===== src/common/game_pkg.sv =====
`default_nettype none

package game_pkg;

	// ========================================
	// board geometry and game constants
	// ========================================
	localparam int board_size = 4;
	localparam int cell_count = board_size * board_size;
	localparam int win_exp = 11;

	// fibonacci lfsr, taps 16 14 13 11 map to bits 15 13 12 10.
	localparam logic [15:0] lfsr_seed = 16'hace1;
	localparam logic [15:0] lfsr_taps = 16'hb400;

	// ========================================
	// types
	// ========================================
	typedef logic [3:0] exp_t;
	typedef logic [3:0] cell_addr_t;

	typedef enum logic [1:0]
	{
		dir_left,
		dir_right,
		dir_up,
		dir_down
	} dir_e;

	typedef enum logic [3:0]
	{
		state_idle,
		state_gen_first,
		state_gen_second,
		state_wait_move,
		state_shift,
		state_spawn,
		state_check,
		state_win,
		state_lose
	} game_state_e;

	typedef enum logic [1:0]
	{
		master_shifter,
		master_scanner,
		master_host
	} master_e;

endpackage

`default_nettype wire


===== src/common/board_bus_if.sv =====
`default_nettype none

// one master's view of the shared board memory.
interface board_bus_if;

	logic req;
	logic we;
	game_pkg::cell_addr_t addr;
	game_pkg::exp_t wdata;
	logic gnt;
	game_pkg::exp_t rdata;
	logic rvalid;

	modport master
	(
		output req,
		output we,
		output addr,
		output wdata,
		input gnt,
		input rdata,
		input rvalid
	);

	modport arbiter
	(
		input req,
		input we,
		input addr,
		input wdata,
		output gnt,
		output rdata,
		output rvalid
	);

endinterface

`default_nettype wire


===== src/board/board_ram.sv =====
`default_nettype none

module board_ram
(
	input logic clk,
	input logic rst,
	input logic we,
	input game_pkg::cell_addr_t addr,
	input game_pkg::exp_t wdata,
	output game_pkg::exp_t rdata,
	input logic clear
);

	game_pkg::exp_t mem [game_pkg::cell_count];

	// the board starts empty and is wiped again when a finished game is acknowledged.
	always_ff @(posedge clk)
	begin
		if (rst || clear)
		begin
			for (int i = 0; i < game_pkg::cell_count; i++)
			begin
				mem[i] <= '0;
			end
		end
		else if (we)
		begin
			mem[addr] <= wdata;
		end
	end

	// read data shows up one cycle after the access.
	always_ff @(posedge clk)
	begin
		rdata <= mem[addr];
	end

endmodule

`default_nettype wire


===== src/board/board_arbiter.sv =====
`default_nettype none

module board_arbiter
(
	input logic clk,
	input logic rst,
	board_bus_if.arbiter shifter_bus,
	board_bus_if.arbiter scanner_bus,
	board_bus_if.arbiter host_bus,
	output logic ram_we,
	output game_pkg::cell_addr_t ram_addr,
	output game_pkg::exp_t ram_wdata,
	input game_pkg::exp_t ram_rdata
);

	game_pkg::master_e sel;
	logic any_req;
	logic rd_pending;
	game_pkg::master_e rd_master;

	// fixed priority, shifter first and host last.
	always_comb
	begin
		any_req = shifter_bus.req || scanner_bus.req || host_bus.req;
		sel = game_pkg::master_host;
		ram_we = 1'b0;
		ram_addr = host_bus.addr;
		ram_wdata = host_bus.wdata;
		if (shifter_bus.req)
		begin
			sel = game_pkg::master_shifter;
			ram_we = shifter_bus.we;
			ram_addr = shifter_bus.addr;
			ram_wdata = shifter_bus.wdata;
		end
		else if (scanner_bus.req)
		begin
			sel = game_pkg::master_scanner;
			ram_we = scanner_bus.we;
			ram_addr = scanner_bus.addr;
			ram_wdata = scanner_bus.wdata;
		end
		else if (host_bus.req)
		begin
			ram_we = host_bus.we;
		end
	end

	assign shifter_bus.gnt = shifter_bus.req;
	assign scanner_bus.gnt = scanner_bus.req && !shifter_bus.req;
	assign host_bus.gnt = host_bus.req && !shifter_bus.req && !scanner_bus.req;

	// remember who owns the read that is in flight.
	always_ff @(posedge clk)
	begin
		if (rst)
		begin
			rd_pending <= 1'b0;
			rd_master <= game_pkg::master_host;
		end
		else
		begin
			rd_pending <= any_req && !ram_we;
			rd_master <= sel;
		end
	end

	assign shifter_bus.rvalid = rd_pending && (rd_master == game_pkg::master_shifter);
	assign scanner_bus.rvalid = rd_pending && (rd_master == game_pkg::master_scanner);
	assign host_bus.rvalid = rd_pending && (rd_master == game_pkg::master_host);

	assign shifter_bus.rdata = shifter_bus.rvalid ? ram_rdata : '0;
	assign scanner_bus.rdata = scanner_bus.rvalid ? ram_rdata : '0;
	assign host_bus.rdata = host_bus.rvalid ? ram_rdata : '0;

endmodule

`default_nettype wire


===== src/logic/line_shifter.sv =====
`default_nettype none

module line_shifter
(
	input logic clk,
	input logic rst,
	board_bus_if.master bus,
	input logic shift_start,
	input game_pkg::dir_e dir,
	output logic shift_done,
	output logic moved
);

	typedef enum logic [2:0]
	{
		ls_idle,
		ls_rd_req,
		ls_rd_wait,
		ls_merge,
		ls_wr_req
	} ls_state_e;

	ls_state_e ls_state;
	game_pkg::dir_e dir_q;
	logic [1:0] line_idx;
	logic [1:0] pos;
	game_pkg::exp_t [3:0] cur_line;
	game_pkg::exp_t [3:0] new_line;
	game_pkg::exp_t [3:0] merged;

	// position 0 is the leading edge, the side the tiles slide toward.
	function automatic game_pkg::cell_addr_t cell_addr(input game_pkg::dir_e d,
		input logic [1:0] line, input logic [1:0] p);
		case (d)
			game_pkg::dir_left:
				return {line, p};
			game_pkg::dir_right:
				return {line, 2'd3 - p};
			game_pkg::dir_up:
				return {p, line};
			default:
				return {2'd3 - p, line};
		endcase
	endfunction

	// pack the non-zero tiles, then merge equal pairs once each from the leading edge.
	function automatic logic [15:0] slide_line(input game_pkg::exp_t [3:0] in_line);
		game_pkg::exp_t [4:0] packed_v;
		game_pkg::exp_t [3:0] result;
		int n;
		int k;
		logic skip;
		packed_v = '0;
		result = '0;
		n = 0;
		k = 0;
		skip = 1'b0;
		for (int i = 0; i < 4; i++)
		begin
			if (in_line[i] != '0)
			begin
				packed_v[n] = in_line[i];
				n++;
			end
		end
		for (int i = 0; i < 4; i++)
		begin
			if (skip)
				skip = 1'b0;
			else if (packed_v[i] != '0)
			begin
				result[k] = packed_v[i];
				if (packed_v[i] == packed_v[i + 1])
				begin
					result[k] = packed_v[i] + 4'd1;
					skip = 1'b1;
				end
				k++;
			end
		end
		return result;
	endfunction

	assign merged = slide_line(cur_line);

	assign bus.req = (ls_state == ls_rd_req) || (ls_state == ls_wr_req);
	assign bus.we = (ls_state == ls_wr_req);
	assign bus.addr = cell_addr(dir_q, line_idx, pos);
	assign bus.wdata = new_line[pos];

	always_ff @(posedge clk)
	begin
		if (rst)
		begin
			ls_state <= ls_idle;
			line_idx <= '0;
			pos <= '0;
			shift_done <= 1'b0;
			moved <= 1'b0;
		end
		else
		begin
			shift_done <= 1'b0;
			case (ls_state)
				ls_idle:
				begin
					if (shift_start)
					begin
						dir_q <= dir;
						line_idx <= '0;
						pos <= 2'd3;
						moved <= 1'b0;
						ls_state <= ls_rd_req;
					end
				end
				ls_rd_req:
				begin
					if (bus.gnt)
						ls_state <= ls_rd_wait;
				end
				ls_rd_wait:
				begin
					if (bus.rvalid)
					begin
						cur_line[pos] <= bus.rdata;
						if (pos == '0)
							ls_state <= ls_merge;
						else
						begin
							pos <= pos - 2'd1;
							ls_state <= ls_rd_req;
						end
					end
				end
				ls_merge:
				begin
					new_line <= merged;
					if (merged != cur_line)
						moved <= 1'b1;
					ls_state <= ls_wr_req;
				end
				ls_wr_req:
				begin
					if (bus.gnt)
					begin
						pos <= pos + 2'd1;
						if (pos == 2'd3 && line_idx == 2'd3)
						begin
							shift_done <= 1'b1;
							ls_state <= ls_idle;
						end
						else if (pos == 2'd3)
						begin
							// the next line is read from its far edge again.
							line_idx <= line_idx + 2'd1;
							pos <= 2'd3;
							ls_state <= ls_rd_req;
						end
					end
				end
				default:
				begin
					ls_state <= ls_idle;
				end
			endcase
		end
	end

endmodule

`default_nettype wire


===== src/logic/board_scanner.sv =====
`default_nettype none

module board_scanner
(
	input logic clk,
	input logic rst,
	board_bus_if.master bus,
	input logic scan_start,
	input logic spawn,
	output logic scan_done,
	output logic [4:0] empty_count,
	output game_pkg::exp_t max_exp,
	output logic can_merge
);

	typedef enum logic [2:0]
	{
		sc_idle,
		sc_rd_req,
		sc_rd_wait,
		sc_step,
		sc_pick,
		sc_wr_req
	} sc_state_e;

	sc_state_e sc_state;
	logic spawn_q;
	game_pkg::cell_addr_t idx;
	logic [15:0] empty_mask;
	game_pkg::exp_t [3:0] hist;
	logic [15:0] lfsr;
	logic [15:0] lfsr_next;
	logic cell_empty;
	logic [4:0] empty_next;
	logic [4:0] spawn_rank;
	game_pkg::cell_addr_t spawn_addr;
	game_pkg::exp_t spawn_val;

	// returns the address of the empty cell with the given rank.
	function automatic game_pkg::cell_addr_t pick_empty(input logic [15:0] mask,
		input logic [4:0] rank);
		game_pkg::cell_addr_t sel;
		logic [4:0] seen;
		sel = '0;
		seen = '0;
		for (int i = 0; i < game_pkg::cell_count; i++)
		begin
			if (mask[i])
			begin
				if (seen == rank)
					sel = game_pkg::cell_addr_t'(i);
				seen = seen + 5'd1;
			end
		end
		return sel;
	endfunction

	assign lfsr_next = {lfsr[14:0], ^(lfsr & game_pkg::lfsr_taps)};
	assign cell_empty = (bus.rdata == '0);
	assign empty_next = empty_count + 5'(cell_empty);
	assign spawn_rank = 5'(lfsr % {11'd0, empty_count});

	assign bus.req = (sc_state == sc_rd_req) || (sc_state == sc_wr_req);
	assign bus.we = (sc_state == sc_wr_req);
	assign bus.addr = (sc_state == sc_wr_req) ? spawn_addr : idx;
	assign bus.wdata = spawn_val;

	always_ff @(posedge clk)
	begin
		if (rst)
		begin
			sc_state <= sc_idle;
			spawn_q <= 1'b0;
			idx <= '0;
			lfsr <= game_pkg::lfsr_seed;
			scan_done <= 1'b0;
			empty_count <= '0;
			max_exp <= '0;
			can_merge <= 1'b0;
		end
		else
		begin
			scan_done <= 1'b0;
			case (sc_state)
				sc_idle:
				begin
					if (scan_start)
					begin
						spawn_q <= spawn;
						idx <= '0;
						empty_count <= '0;
						max_exp <= '0;
						can_merge <= 1'b0;
						sc_state <= sc_rd_req;
					end
				end
				sc_rd_req:
				begin
					if (bus.gnt)
						sc_state <= sc_rd_wait;
				end
				sc_rd_wait:
				begin
					if (bus.rvalid)
					begin
						empty_mask[idx] <= cell_empty;
						empty_count <= empty_next;
						if (bus.rdata > max_exp)
							max_exp <= bus.rdata;
						// hist[0] is the left neighbour, hist[3] the cell above.
						if (!cell_empty && ((idx[1:0] != '0 && bus.rdata == hist[0]) ||
							(idx[3:2] != '0 && bus.rdata == hist[3])))
							can_merge <= 1'b1;
						hist <= {hist[2:0], bus.rdata};
						idx <= idx + 4'd1;
						if (idx != 4'd15)
							sc_state <= sc_rd_req;
						else if (spawn_q && empty_next != '0)
							sc_state <= sc_step;
						else
						begin
							scan_done <= 1'b1;
							sc_state <= sc_idle;
						end
					end
				end
				sc_step:
				begin
					lfsr <= lfsr_next;
					sc_state <= sc_pick;
				end
				sc_pick:
				begin
					spawn_addr <= pick_empty(empty_mask, spawn_rank);
					spawn_val <= (lfsr[3:0] == 4'd0) ? 4'd2 : 4'd1;
					sc_state <= sc_wr_req;
				end
				sc_wr_req:
				begin
					if (bus.gnt)
					begin
						scan_done <= 1'b1;
						sc_state <= sc_idle;
					end
				end
				default:
				begin
					sc_state <= sc_idle;
				end
			endcase
		end
	end

endmodule

`default_nettype wire


===== src/logic/game_fsm.sv =====
`default_nettype none

module game_fsm
(
	input logic clk,
	input logic rst,
	input logic start,
	input logic ack,
	input logic move_valid,
	input game_pkg::dir_e dir,
	output logic move_ready,
	output logic busy,
	output logic win,
	output logic lose,
	output game_pkg::game_state_e state,
	output logic shift_start,
	output game_pkg::dir_e shift_dir,
	input logic shift_done,
	input logic moved,
	output logic scan_start,
	output logic spawn,
	input logic scan_done,
	input logic [4:0] empty_count,
	input game_pkg::exp_t max_exp,
	input logic can_merge,
	output logic board_clear
);

	// ========================================
	// state register
	// ========================================
	// each worker gets its start pulse on the edge that enters the state
	// which waits for it.
	always_ff @(posedge clk)
	begin
		if (rst)
		begin
			state <= game_pkg::state_idle;
			shift_start <= 1'b0;
			shift_dir <= game_pkg::dir_left;
			scan_start <= 1'b0;
			spawn <= 1'b0;
		end
		else
		begin
			shift_start <= 1'b0;
			scan_start <= 1'b0;
			case (state)
				game_pkg::state_idle:
				begin
					if (start)
					begin
						state <= game_pkg::state_gen_first;
						scan_start <= 1'b1;
						spawn <= 1'b1;
					end
				end
				game_pkg::state_gen_first:
				begin
					if (scan_done)
					begin
						state <= game_pkg::state_gen_second;
						scan_start <= 1'b1;
						spawn <= 1'b1;
					end
				end
				game_pkg::state_gen_second:
				begin
					if (scan_done)
					begin
						state <= game_pkg::state_wait_move;
					end
				end
				game_pkg::state_wait_move:
				begin
					if (move_valid)
					begin
						state <= game_pkg::state_shift;
						shift_start <= 1'b1;
						shift_dir <= dir;
					end
				end
				game_pkg::state_shift:
				begin
					if (shift_done && moved)
					begin
						state <= game_pkg::state_spawn;
						scan_start <= 1'b1;
						spawn <= 1'b1;
					end
					else if (shift_done)
					begin
						state <= game_pkg::state_wait_move;
					end
				end
				game_pkg::state_spawn:
				begin
					if (scan_done)
					begin
						state <= game_pkg::state_check;
						scan_start <= 1'b1;
						spawn <= 1'b0;
					end
				end
				game_pkg::state_check:
				begin
					if (scan_done)
					begin
						if (max_exp >= game_pkg::exp_t'(game_pkg::win_exp))
							state <= game_pkg::state_win;
						else if (empty_count == '0 && !can_merge)
							state <= game_pkg::state_lose;
						else
							state <= game_pkg::state_wait_move;
					end
				end
				game_pkg::state_win, game_pkg::state_lose:
				begin
					if (ack)
					begin
						state <= game_pkg::state_idle;
					end
				end
				default:
				begin
					state <= game_pkg::state_idle;
				end
			endcase
		end
	end

	// ========================================
	// status outputs
	// ========================================
	assign move_ready = (state == game_pkg::state_wait_move);
	assign win = (state == game_pkg::state_win);
	assign lose = (state == game_pkg::state_lose);
	assign busy = !(move_ready || win || lose || state == game_pkg::state_idle);
	assign board_clear = (win || lose) && ack;

endmodule

`default_nettype wire


===== src/logic/game_top.sv =====
`default_nettype none

module game_top
(
	input logic clk,
	input logic rst,
	input logic start,
	input logic ack,
	input logic move_valid,
	input game_pkg::dir_e dir,
	output logic move_ready,
	output logic busy,
	output logic win,
	output logic lose,
	output game_pkg::game_state_e state,
	input logic host_req,
	input logic host_we,
	input game_pkg::cell_addr_t host_addr,
	input game_pkg::exp_t host_wdata,
	output logic host_gnt,
	output game_pkg::exp_t host_rdata,
	output logic host_rvalid
);

	logic ram_we;
	game_pkg::cell_addr_t ram_addr;
	game_pkg::exp_t ram_wdata;
	game_pkg::exp_t ram_rdata;
	logic board_clear;
	logic shift_start;
	game_pkg::dir_e shift_dir;
	logic shift_done;
	logic moved;
	logic scan_start;
	logic spawn;
	logic scan_done;
	logic [4:0] empty_count;
	game_pkg::exp_t max_exp;
	logic can_merge;

	board_bus_if shifter_bus();
	board_bus_if scanner_bus();
	board_bus_if host_bus();

	// the host port is the testbench's window onto the board.
	assign host_bus.req = host_req;
	assign host_bus.we = host_we;
	assign host_bus.addr = host_addr;
	assign host_bus.wdata = host_wdata;
	assign host_gnt = host_bus.gnt;
	assign host_rdata = host_bus.rdata;
	assign host_rvalid = host_bus.rvalid;

	board_ram u_ram (.clk, .rst, .we(ram_we), .addr(ram_addr), .wdata(ram_wdata),
		.rdata(ram_rdata), .clear(board_clear));

	board_arbiter u_arbiter (.clk, .rst, .shifter_bus, .scanner_bus, .host_bus,
		.ram_we, .ram_addr, .ram_wdata, .ram_rdata);

	line_shifter u_shifter (.clk, .rst, .bus(shifter_bus), .shift_start,
		.dir(shift_dir), .shift_done, .moved);

	board_scanner u_scanner (.clk, .rst, .bus(scanner_bus), .scan_start, .spawn,
		.scan_done, .empty_count, .max_exp, .can_merge);

	game_fsm u_fsm (.clk, .rst, .start, .ack, .move_valid, .dir, .move_ready, .busy,
		.win, .lose, .state, .shift_start, .shift_dir, .shift_done, .moved, .scan_start,
		.spawn, .scan_done, .empty_count, .max_exp, .can_merge, .board_clear);

endmodule

`default_nettype wire


===== config.mk =====
export PLATFORM = sky130hd
export DESIGN_NAME = game_top
export DESIGN_NICKNAME = d
export VERILOG_FILES = /design/src/common/game_pkg.sv /design/src/common/board_bus_if.sv /design/src/board/board_ram.sv /design/src/board/board_arbiter.sv /design/src/logic/line_shifter.sv /design/src/logic/board_scanner.sv /design/src/logic/game_fsm.sv /design/src/logic/game_top.sv
export SDC_FILE = /design/constraint.sdc
export NUM_CORES = 1
export LEC_CHECK = 0
export BUFFER_PORTS_ARGS = -buffer_cell sky130_fd_sc_hd__buf_2
export CORE_UTILIZATION = 35
export DETAILED_ROUTE_END_ITERATION = 6
export HOLD_SLACK_MARGIN = 0.08
export SLEW_MARGIN = 20
export SYNTH_ARGS = -nofsm -noshare
export SYNTH_HDL_FRONTEND = slang
export SYNTH_SLANG_ARGS = --single-unit

===== constraint.sdc =====
create_clock -name clk -period 27.4 [get_ports clk]
set_input_delay 5.48 -clock clk [delete_from_list [all_inputs] [get_ports clk]]
set_output_delay 5.48 -clock clk [all_outputs]
set_load 0.05 [all_outputs]

# Word-level counts from Yosys, hierarchy flattened

Memory sizes are Yosys's and may differ from the RTL's. A register that Yosys moved wholly into a read port is not among the register bits.
Index checks and enable logic that the tools add are counted.

Register bits after elaboration: 130
Bits in latches: 0
Bits in writable memories: 64
ROM bits: 0
Bits of input ports: 17
Output and inout bits: 14
Memories: 1

$add $sub $neg: 28
$mul: 0
Div/mod/pow operators: 1
Order comparisons: 18
Equality and inequality tests: 70
Shift-type cells: 0
Mux-type cells: 237
Bitwise operators: 4
Reductions and logical operators: 88

Memory list:

| memory    | depth | bits a word | rd ports | clocked after memory_dff | wr ports | line            | source |
|---|---|---|---|---|---|---|---|
| u_ram.mem | 16    | 4           | 1        | 1                        | 16       | board_ram.sv:14 | `game_pkg::exp_t mem [game_pkg::cell_count];` |

Operators with widths:

| operator                                                           | count |
|---|---|
| 2-to-1 mux 4 bit                                                   | 73 |
| 2-to-1 mux 5 bit                                                   | 46 |
| 2-to-1 mux 32 bit                                                  | 6 |
| 2-to-1 mux 16 bit                                                  | 9 |
| bitwise mux 16 bit                                                 | 8 |
| greater-or-equal comparator 32 x 1 -> 1 bit, second input constant | 4 |
| equality test 5 bit                                                | 15 |
| adder 5 x 1 -> 5 bit, second input constant                        | 14 |
| adder 32 x 2 -> 32 bit, second input constant                      | 2 |
| less-than comparator 32 x 4 -> 1 bit, second input constant        | 2 |
| less-than comparator 32 x 5 -> 1 bit, second input constant        | 2 |
| bitwise mux 20 bit                                                 | 3 |
| 2-to-1 mux 20 bit                                                  | 3 |
| 2-to-1 mux 1 bit                                                   | 40 |
| demux 4 bit (select 3 bit)                                         | 3 |
| nonzero test 4 bit                                                 | 9 |
| 2-to-1 mux 3 bit                                                   | 11 |
| demux 4 bit (select 2 bit)                                         | 4 |
| one-hot mux 4 bit (8 select lines)                                 | 1 |
| 2-to-1 mux 2 bit                                                   | 15 |
| inequality test 2 bit, second input constant                       | 14 |
| equality test 4 bit                                                | 6 |
| logical AND 1 bit                                                  | 23 |
| adder 4 x 1 -> 4 bit, second input constant                        | 5 |
| other kinds (60)                                                   | 128 |

# Depth between registers and ports, before layout

Gate-level depths: netlist of run 1.

Depth in word-level cells: 62
Gate-level depth with buffers: 154
Mapped depth without buffers: 148

# Cells and area by module

From an unflattened synthesis of run 1, not the netlist that was laid out.

Cell total of the unflattened synthesis: 2193
Area, all modules: 19107.1 um^2

By module, submodules not included:

| module        | times used | cells each | area an instance (um^2) | sequential area each (um^2) |
|---|---|---|---|---|
| board_scanner | 1          | 1365       | 10656.5                 | 1841.8 |
| line_shifter  | 1          | 469        | 4357.9                  | 1201.2 |
| board_ram     | 1          | 222        | 3022.9                  | 2001.9 |
| game_fsm      | 1          | 80         | 656.9                   | 180.2 |
| board_arbiter | 1          | 57         | 412.9                   | 60.1 |

# Least setup slack after synthesis of run 1

No wires, ideal clock.

Kind: register -> register
Start point: register u_scanner.empty_count[0]
End point: register u_scanner.spawn_addr[3], data pin
Setup time: 0.266 ns
Arrival time: 30.086 ns
Required time: 27.134 ns
Slack: -2.952 ns
Cell stages (with the launch flop): 144
Path buffers: 5
Period minus slack after synthesis: 30.352 ns
Cell sequence: dfxtp_1 inv_1 ha_1 or2_2 nand2_1 nor2_1 xor2_1 ha_1 or4b_1 a31oi_2 nor2_1 ha_1 or3_1 and3_1 nor2_1 inv_1 ha_1 inv_1 [108 not listed] nand3_1 o21ai_1 inv_1 ha_1 a21oi_1 nor2b_1 o21ai_0 o32ai_1 nor4b_1 o211ai_1 a211oi_4 mux2i_4 xnor3_1 mux2i_4 xnor3_1 nor2b_4 nor3_2 nand3_1

Word-level cells in the longest chain between the ends: 38
Elaborated cells on any way between the ends: 51
Those cells by class: div (1); eq/ne (14); mux (36)

RTL lines:

| item                        | line                 | source |
|---|---|---|
| start: declaration          | board_scanner.sv:11  | `output logic [4:0] empty_count,` |
| start signal: assignment    | board_scanner.sv:107 | `empty_count <= empty_next;` |
| modulo 16 x 5 -> 16 bit (*) | board_scanner.sv:61  | `assign spawn_rank = 5'(lfsr % {11'd0, empty_count});` |
| equality test 5 bit         | board_scanner.sv:50  | `if (seen == rank)` |
| 2-to-1 mux 4 bit            | board_scanner.sv:50  |  |
| 2-to-1 mux 4 bit            | board_scanner.sv:48  | `if (mask[i])` |
| 2-to-1 mux 4 bit            | board_scanner.sv:84  | `case (sc_state)` |
| 2-to-1 mux 4 bit            | board_scanner.sv:70  | `if (rst)` |
| 2-to-1 mux 4 bit            | board_scanner.sv:50  |  |
| 2-to-1 mux 4 bit            | board_scanner.sv:48  |  |
| [22 not listed]             | --                   |  |
| 2-to-1 mux 4 bit            | board_scanner.sv:50  |  |
| 2-to-1 mux 4 bit            | board_scanner.sv:48  |  |
| 2-to-1 mux 4 bit            | board_scanner.sv:50  |  |
| 2-to-1 mux 4 bit            | board_scanner.sv:48  |  |
| 2-to-1 mux 4 bit            | board_scanner.sv:50  |  |
| 2-to-1 mux 4 bit            | board_scanner.sv:48  |  |
| 2-to-1 mux 4 bit            | board_scanner.sv:50  |  |
| 2-to-1 mux 4 bit (*)        | board_scanner.sv:48  |  |
| end signal: assignment      | board_scanner.sv:134 | `spawn_addr <= pick_empty(empty_mask, spawn_rank);` |
| end: declaration            | board_scanner.sv:36  | `game_pkg::cell_addr_t spawn_addr;` |

Mark *: on every way between the ends. The rest lies on a longest branch, timed or not. The select of a mux whose other input is x is not followed.
A chain may end at the register's enable or synchronous reset.

# Final worst setup path of run 1

Start point: register u_scanner.empty_count[0]
End point: register u_scanner.spawn_addr[0], data pin

Word-level cells in the longest chain between the ends: 40
Elaborated cells on any way between the ends: 54
Those cells by class: div (1); eq/ne (15); mux (38)

RTL lines:

| item                        | line |
|---|---|
| modulo 16 x 5 -> 16 bit (*) | board_scanner.sv:61 |
| equality test 5 bit         | board_scanner.sv:50 |
| 2-to-1 mux 1 bit            | board_scanner.sv:50 |
| 2-to-1 mux 4 bit            | board_scanner.sv:48 |
| 2-to-1 mux 4 bit            | board_scanner.sv:50 |
| 2-to-1 mux 4 bit            | board_scanner.sv:48 |
| 2-to-1 mux 4 bit            | board_scanner.sv:84 |
| 2-to-1 mux 4 bit            | board_scanner.sv:70 |
| [24 not listed]             | -- |
| 2-to-1 mux 4 bit            | board_scanner.sv:50 |
| 2-to-1 mux 4 bit            | board_scanner.sv:48 |
| 2-to-1 mux 4 bit            | board_scanner.sv:50 |
| 2-to-1 mux 4 bit            | board_scanner.sv:48 |
| 2-to-1 mux 4 bit            | board_scanner.sv:50 |
| 2-to-1 mux 4 bit            | board_scanner.sv:48 |
| 2-to-1 mux 4 bit            | board_scanner.sv:50 |
| 2-to-1 mux 4 bit (*)        | board_scanner.sv:48 |

Marks and branches as above.

==> impl_metrics.tcl, run 1 <==
set metrics [dict create \
    yosysWarnings 0 \
    fmax_mhz 36.3 \
    violations "setup timing" \
    cts_buffers 17 \
    outcome "finished with violations" \
    grt_setup_unrepaired "yes" \
    path_max_fanout 6 \
    vias 16506 \
    portBuffers 30 \
    clk_latency_ps 440 \
    postSynthAreaPerCell_um2 8.43 \
    critPathTopFamily "compound AO/OA/AOI/OAI gates" \
    wire_per_inst_um 16.9 \
    min_period_over_period_pct 100 \
    design_area_um2 21800 \
    max_stage_delay_ps 590 \
    std_cell_rows 82 \
    nNetsFinal 2427 \
    finalWorstSetupSlack_ps -121 \
    grt_pass1_vias 15857 \
    ys_seq_area_share_pct 29.3 \
    cts_max_level 4 \
    layout-drive-gt1-share_pct 21.9 \
    synth_top_area_share_pct 22.6 \
    netlist_instances 2142 \
    ant_nets 0 \
    fin_crit_ps 27520 \
    die_area_um2 52500 \
    drt_iter0_markers 1297 \
    dr.pass1.iters 5 \
    hp-class "reg -> reg" \
    cp-end-kind "flip-flop" \
    grt_usage_pct 18.4 \
    gp_congestion 0.918 \
    synth_area_leaders "edfxtp_1 (23%), ha_1 (8.3%), dfxtp_1 (6.7%)" \
    finClkSkew_ps 17.0 \
    antenna_cells 0 \
    cp.arrival_ps 27680 \
    cts-root-buf "clkbuf_16" \
    core_area_um2 50500 \
    initial_core_util_pct 35.8 \
    cts_tree "yes" \
    crit_type "reg -> reg" \
    synth_nets 2281 \
    cpMostUsedCell "o21a_1" \
    ys_seq_elements 196 \
    die_x_um 229 \
    grt_max_degree 54 \
    num_io_pins 31 \
    tightest_slew_ps 1090 \
    grt_pass1_wl_mm 81.0 \
    ctsLongestPathBuffers 2 \
    cp-start-kind "flip-flop" \
    ys.flop_type "edfxtp_1" \
    synthDistinctLibCells 105 \
    async_flop_share_pct 0 \
    crit_path_top_delay_cell "or4_4" \
    slew_headroom_pct 27.0 \
    area.growth.synth_to_final_pct 20.6 \
    cp.buffers_inverters 6 \
    via_per_inst 5.55 \
    ir_drop_mv 0.0829 \
    p_per_area_nw_per_um2 70.8 \
    place_area_um2 20100 \
    place_hpwl_mm 37.8 \
    synth_area_um2 18100 \
    p_leak_nw 8.11 \
    hold_ws_ps 423 \
    setup_viol 2 \
    slew_violations 0 \
    clock_sinks 196 \
    dieHeight_um 229 \
    max_cap_viol_count 0 \
    path_clk_slew_ps 80 \
    hold_buffers 0 \
    yosysTopAreaCell "edfxtp_1" \
    drt_wl_total_mm 50.2 \
    drc 0 \
    grt_overflow 0 \
    hold_violations 0 \
    synth_edf_count 136 \
    required_ps 27550 \
    antenna_found_initial 2 \
]
-- synth_stat cells, drive strengths merged (39+ instances only) --
cell    number
a21oi      114
clkbuf      76
dfxtp       60
edfxtp     136
ha         120
inv         88
mux2        50
mux2i       49
nand2      214
nand3       53
nor2       272
nor3        84
o21a        39
o21ai       96
xnor2      107
xor2        80
-- logic make-up (layout without fill, tap and decap cells) --
kind of cell	Yosys count	in the layout	share of synthesized area (%)
AO/OA/AOI/OAI	507	507	19.8
XOR/XNOR	189	189	9.32
adder cells (fa/ha/maj)	122	122	8.54
buffers and inverters	179	338	3.88
flip-flops	196	196	29.3
multiplexers	103	103	6.51
AND/OR/NAND/NOR	846	846	22.7
-- worst reg2reg max path, delay by kind of cell, from the launching register on --
family,cells,cell delay (ps)
AOI/OAI and AO/OA,64,11430
xor gates and xnor gates,2,280
adders and majority gates,16,4220
buffers and inverters,6,610
DFF,1,360
muxes,8,2300
and+or+nand+nor,48,8060
-- what timing repair did --
| action | in CTS | in global routing |
|---|---|---|
| resized for setup | 44 | 62 |
| setup endpoints to repair | 4 | 4 |
| cloned | 0 | 1 |
| endpoints found under the hold margin | 0 | 0 |
| setup buffers | 38 | 37 |
| pin swaps | 61 | 88 |
-- cell type report --
| class | instances | area (µm²) |
|---|---|---|
| tap | 672 | 841 |
| clock inverter | 14 | 154 |
| clock buffer | 18 | 450 |
| inverter | 88 | 334 |
| timing repair buffer | 218 | 1640 |
| sequential | 196 | 5290 |
| fill | 4870 | 28700 |
| multi-input combinational | 1767 | 13100 |
-- registers in the layout (all words and copies together), names as in the netlist, 3 cells and up --
name	cells
u_ram.mem	64
u_scanner.empty_mask	16
u_scanner.hist	16
u_scanner.lfsr	16
u_shifter.cur_line	16
u_shifter.new_line	16
u_scanner.empty_count	5
u_fsm.state	4
u_ram.rdata	4
u_scanner.idx	4
u_scanner.max_exp	4
u_scanner.spawn_addr	4
u_scanner.sc_state	3
u_shifter.ls_state	3
-- worst paths after layout --
kind | from | to | slack [ps] | cells after the start
setup / recovery | u_scanner.empty_count[0]$_SDFFE_PP0P_ | u_scanner.spawn_addr[0]$_DFFE_PP_ | -120 | 144
hold / removal | u_scanner.hist[4]$_DFFE_PP_ | u_scanner.hist[8]$_DFFE_PP_ | 420 | 0
setup reg to reg | u_scanner.empty_count[0]$_SDFFE_PP0P_ | u_scanner.spawn_addr[0]$_DFFE_PP_ | -120 | 144
hold reg to reg | u_scanner.hist[4]$_DFFE_PP_ | u_scanner.hist[8]$_DFFE_PP_ | 420 | 0
-- placed cells by master (no fill, tap or decap), drive strengths merged, types with 28 or more instances in the layout --
master  count
xnor2     107
nand3      53
nor3       84
mux2       50
mux2i      49
a21oi     114
nand2     214
a211oi     31
o21a       39
inv        94
ha        120
xor2       80
nor2      272
nor2b      28
dfxtp      60
o211ai     34
and2       31
edfxtp    136
buf       217
o21ai      96
nand4      28
-- layer usage --
layer	track usage (%)	part of all wire, %
met4	3.71	1.2
met2	30.8	47
met1	25.8	48
met5	0	0.046
met3	1.76	3.7
-- where the power goes --
| group | internal [W] | switching (W) |
|---|---|---|
| sequential | 0.000327 | 0.0000176 |
| combinational | 0.000352 | 0.000593 |
| clock | 0.000128 | 0.000124 |
-- through the flow --
step | worst slack (ps) | power, W | util [%] | std cells | TNS [ps]
2_1_floorplan | -500 | 0.000987 | - | 2142 | -1760
3_3_place_gp | -354 | 0.00122 | 39.8 | 2865 | -955
3_5_place_dp | -1030 | 0.00123 | 39.8 | 2865 | -3960
4_1_cts | 6.46 | 0.00150 | 42.0 | 2935 | 0
5_1_grt | -1450 | 0.00164 | 43.1 | 2973 | -5420
6_report | -121 | 0.00154 | 43.1 | 2973 | -153
(Power assumes the default switching activity.)
==> inputs of run 2 (changes only) <==
--- a/config.mk
+++ b/config.mk
@@ -9,6 +9,7 @@
 export CORE_UTILIZATION = 35
 export DETAILED_ROUTE_END_ITERATION = 6
 export HOLD_SLACK_MARGIN = 0.08
+export REMOVE_ABC_BUFFERS = 1
 export SLEW_MARGIN = 20
 export SYNTH_ARGS = -nofsm -noshare
 export SYNTH_HDL_FRONTEND = slang
==> run 2 against run 1 <==
  * The flow still finishes with violations (setup timing)
  * Clock skew grew 3.7 ps
  * Register-to-register slack gained 110 ps
  * Clock power grew 3%
  * Global-route usage grew 0.23 points
  * Design area grew 5.9%
  * Sequential power is essentially flat
==> impl_metrics.tcl, run 2 (synthesis results as in run 1) <==
set metrics [dict create \
    outcome "finished with violations" \
    violations "setup timing" \
    top_layer "met4" \
    cpMostUsedCell "o21a_1" \
    cts-root-buf "clkbuf_16" \
    power.switching_w 0.000768 \
    drt_wl_total_mm 51.5 \
    nNetsFinal 2583 \
    switching_share_pct 47.0 \
    initial_core_util_pct 35.8 \
    finClkSkew_ps 20.7 \
    finalWorstSetupSlack_ps -14.6 \
    grt_usage_pct 18.7 \
    crit_type "reg -> reg" \
    drt_iter0_markers 1087 \
    crit_path_top_delay_cell "a2111o_1" \
    cp-end-kind "flip-flop" \
    std_cell_rows 82 \
    core_area_um2 50500 \
    tightest_slew_ps 1060 \
    portBuffers 30 \
    antenna_cells 0 \
    dieHeight_um 229 \
    cts_buffers 17 \
    path_max_fanout 12 \
    setup_viol 2 \
    r2r_setup_slack_ps -10 \
    dp_slack_ps -1820 \
    cts_tree "yes" \
    drc 0 \
    min_period_over_period_pct 100 \
    pwr-share-seq_pct 21.0 \
    slew_violations 0 \
    vias 16937 \
    r2r-end "u_scanner.spawn_addr[3]$_DFFE_PP_" \
    regMostFlops "u_ram.mem" \
    ctsLongestPathBuffers 2 \
    grt_max_degree 54 \
    slew_headroom_pct 29.0 \
    fmax_mhz 36.5 \
    cp-endpoint "u_scanner.spawn_addr[3]$_DFFE_PP_" \
    intPower_w 0.000867 \
    via_per_inst 5.41 \
    wire_per_inst_um 16.5 \
    cts_max_level 4 \
    clock_sinks 196 \
    grt_setup_unrepaired "yes" \
    met1_length_mm 22.8 \
    hp-class "reg -> reg" \
    cp.arrival_ps 27580 \
    layout-drive-gt1-share_pct 27.1 \
    hold_violations 0 \
    max_stage_delay_ps 410 \
    p_clk_share_pct 15.8 \
    grt_overflow 0 \
    area.growth.synth_to_final_pct 27.7 \
    p_leak_nw 8.91 \
    r2r-start "u_scanner.lfsr[15]$_SDFFE_PP1N_" \
    cp-start-kind "flip-flop" \
    grt_pass1_wl_mm 82.1 \
    num_io_pins 31 \
    die_area_um2 52500 \
    ant_nets 0 \
    fin_crit_ps 27410 \
    clk_latency_ps 440 \
    dr.pass1.iters 5 \
    path_clk_slew_ps 80 \
    max_cap_viol_count 0 \
    required_ps 27570 \
    route.met3.wl_mm 1.64 \
    p_per_area_nw_per_um2 70.9 \
    rr_worst_depth 154 \
    grt_pass1_vias 16457 \
    wl_met2_mm 26.1 \
    antenna_found_initial 0 \
    largest_register_ffs 64 \
    die_x_um 229 \
    crit_start "u_scanner.lfsr[15]$_SDFFE_PP1N_" \
    layout_common_cells "buf_4 (324), nor2_1 (251), nand2_1 (204)" \
    fin_tns_setup_ps -15.5 \
    final_common_cell "buf_4" \
    gp_congestion 0.911 \
    place_hpwl_mm 38.8 \
    pwr-share-comb_pct 63.2 \
    ir_drop_mv 0.0622 \
]
==> run 2: changes by cell type in the layout (fill, tap and decap cells not counted), moves of 4 or more <==
cell,change
buf_4,+147
buf_6,+8
nor2_1,-5
clkinvlp_4,-4
==> run 2: power groups by stage <==
stage / clock (W) / combinational [W] / sequential, W
finish: 0.000259 / 0.00103 / 0.000343
global route: 0.000274 / 0.00111 / 0.000345
CTS: 0.000263 / 0.000951 / 0.000343
detailed placement: 0 / 0.000914 / 0.000350
global placement: 0 / 0.000904 / 0.000350
floorplan: 0 / 0.000592 / 0.000348
==> run 2: worst max-delay path, delay by kind of cell (launching register included) <==
kind                     cells  cell delay [ps]
multiplexers                 8             2190
AND/OR/NAND/NOR             50             6960
XOR/XNOR                     1              160
adder cells (fa/ha/maj)     16             4060
flip-flops                   1              380
buffers and inverters       15             2110
AO/OA/AOI/OAI               64            11250
==> run 2: repair_timing <==
item,CTS,global route
setup buffers,33,38
hold buffers,0,0
resized for setup,73,157
endpoints found under the setup margin,4,4
pin swaps,37,113
==> run 2: layer usage <==
| layer | GRT usage (%) | vias up |
|---|---|---|
| met1 | 24.1 | 8089 |
| li1 | - | 8418 |
| met5 | 0 | - |
| met4 | 4.21 | 0 |
| met3 | 1.31 | 62 |
| met2 | 33.8 | 368 |
==> run 2: stage by stage <==
| stage | total power [W] | hold WS (ps) | cell area [µm²] | std cells | util, % |
|---|---|---|---|---|---|
| 2_1_floorplan | 0.000939 | 400 | 17700 | 2051 | - |
| 3_3_place_gp | 0.00125 | 401 | 20800 | 3029 | 41.3 |
| 3_5_place_dp | 0.00126 | 405 | 20800 | 3029 | 41.3 |
| 4_1_cts | 0.00156 | 424 | 22000 | 3094 | 43.6 |
| 5_1_grt | 0.00173 | 434 | 23100 | 3129 | 45.7 |
| 6_report | 0.00163 | 423 | 23100 | 3129 | 45.7 |
==> run 2: how the worst min path moves through the flow <==
stage | from | cells past startpoint | slack [ps] | end
after global placement | u_scanner.hist[9]$_DFFE_PP_ | 0 | 400 | u_scanner.hist[13]$_DFFE_PP_
after global routing | u_scanner.hist[11]$_DFFE_PP_ | 0 | 430 | u_scanner.hist[15]$_DFFE_PP_
final | u_scanner.hist[5]$_DFFE_PP_ | 0 | 420 | u_scanner.hist[9]$_DFFE_PP_
after detailed placement | u_scanner.hist[7]$_DFFE_PP_ | 0 | 410 | u_scanner.hist[11]$_DFFE_PP_
after floorplan | u_scanner.hist[6]$_DFFE_PP_ | 0 | 400 | u_scanner.hist[10]$_DFFE_PP_
after CTS | u_scanner.hist[7]$_DFFE_PP_ | 0 | 420 | u_scanner.hist[11]$_DFFE_PP_
==> run 2: cell type report <==
class	instances	area (µm²)
tap	672	841
clock inverter	14	188
clock buffer	18	439
multi-input combinational	1767	13100
sequential	196	5290
inverter	88	333
timing repair buffer	374	2850
fill	4818	27400
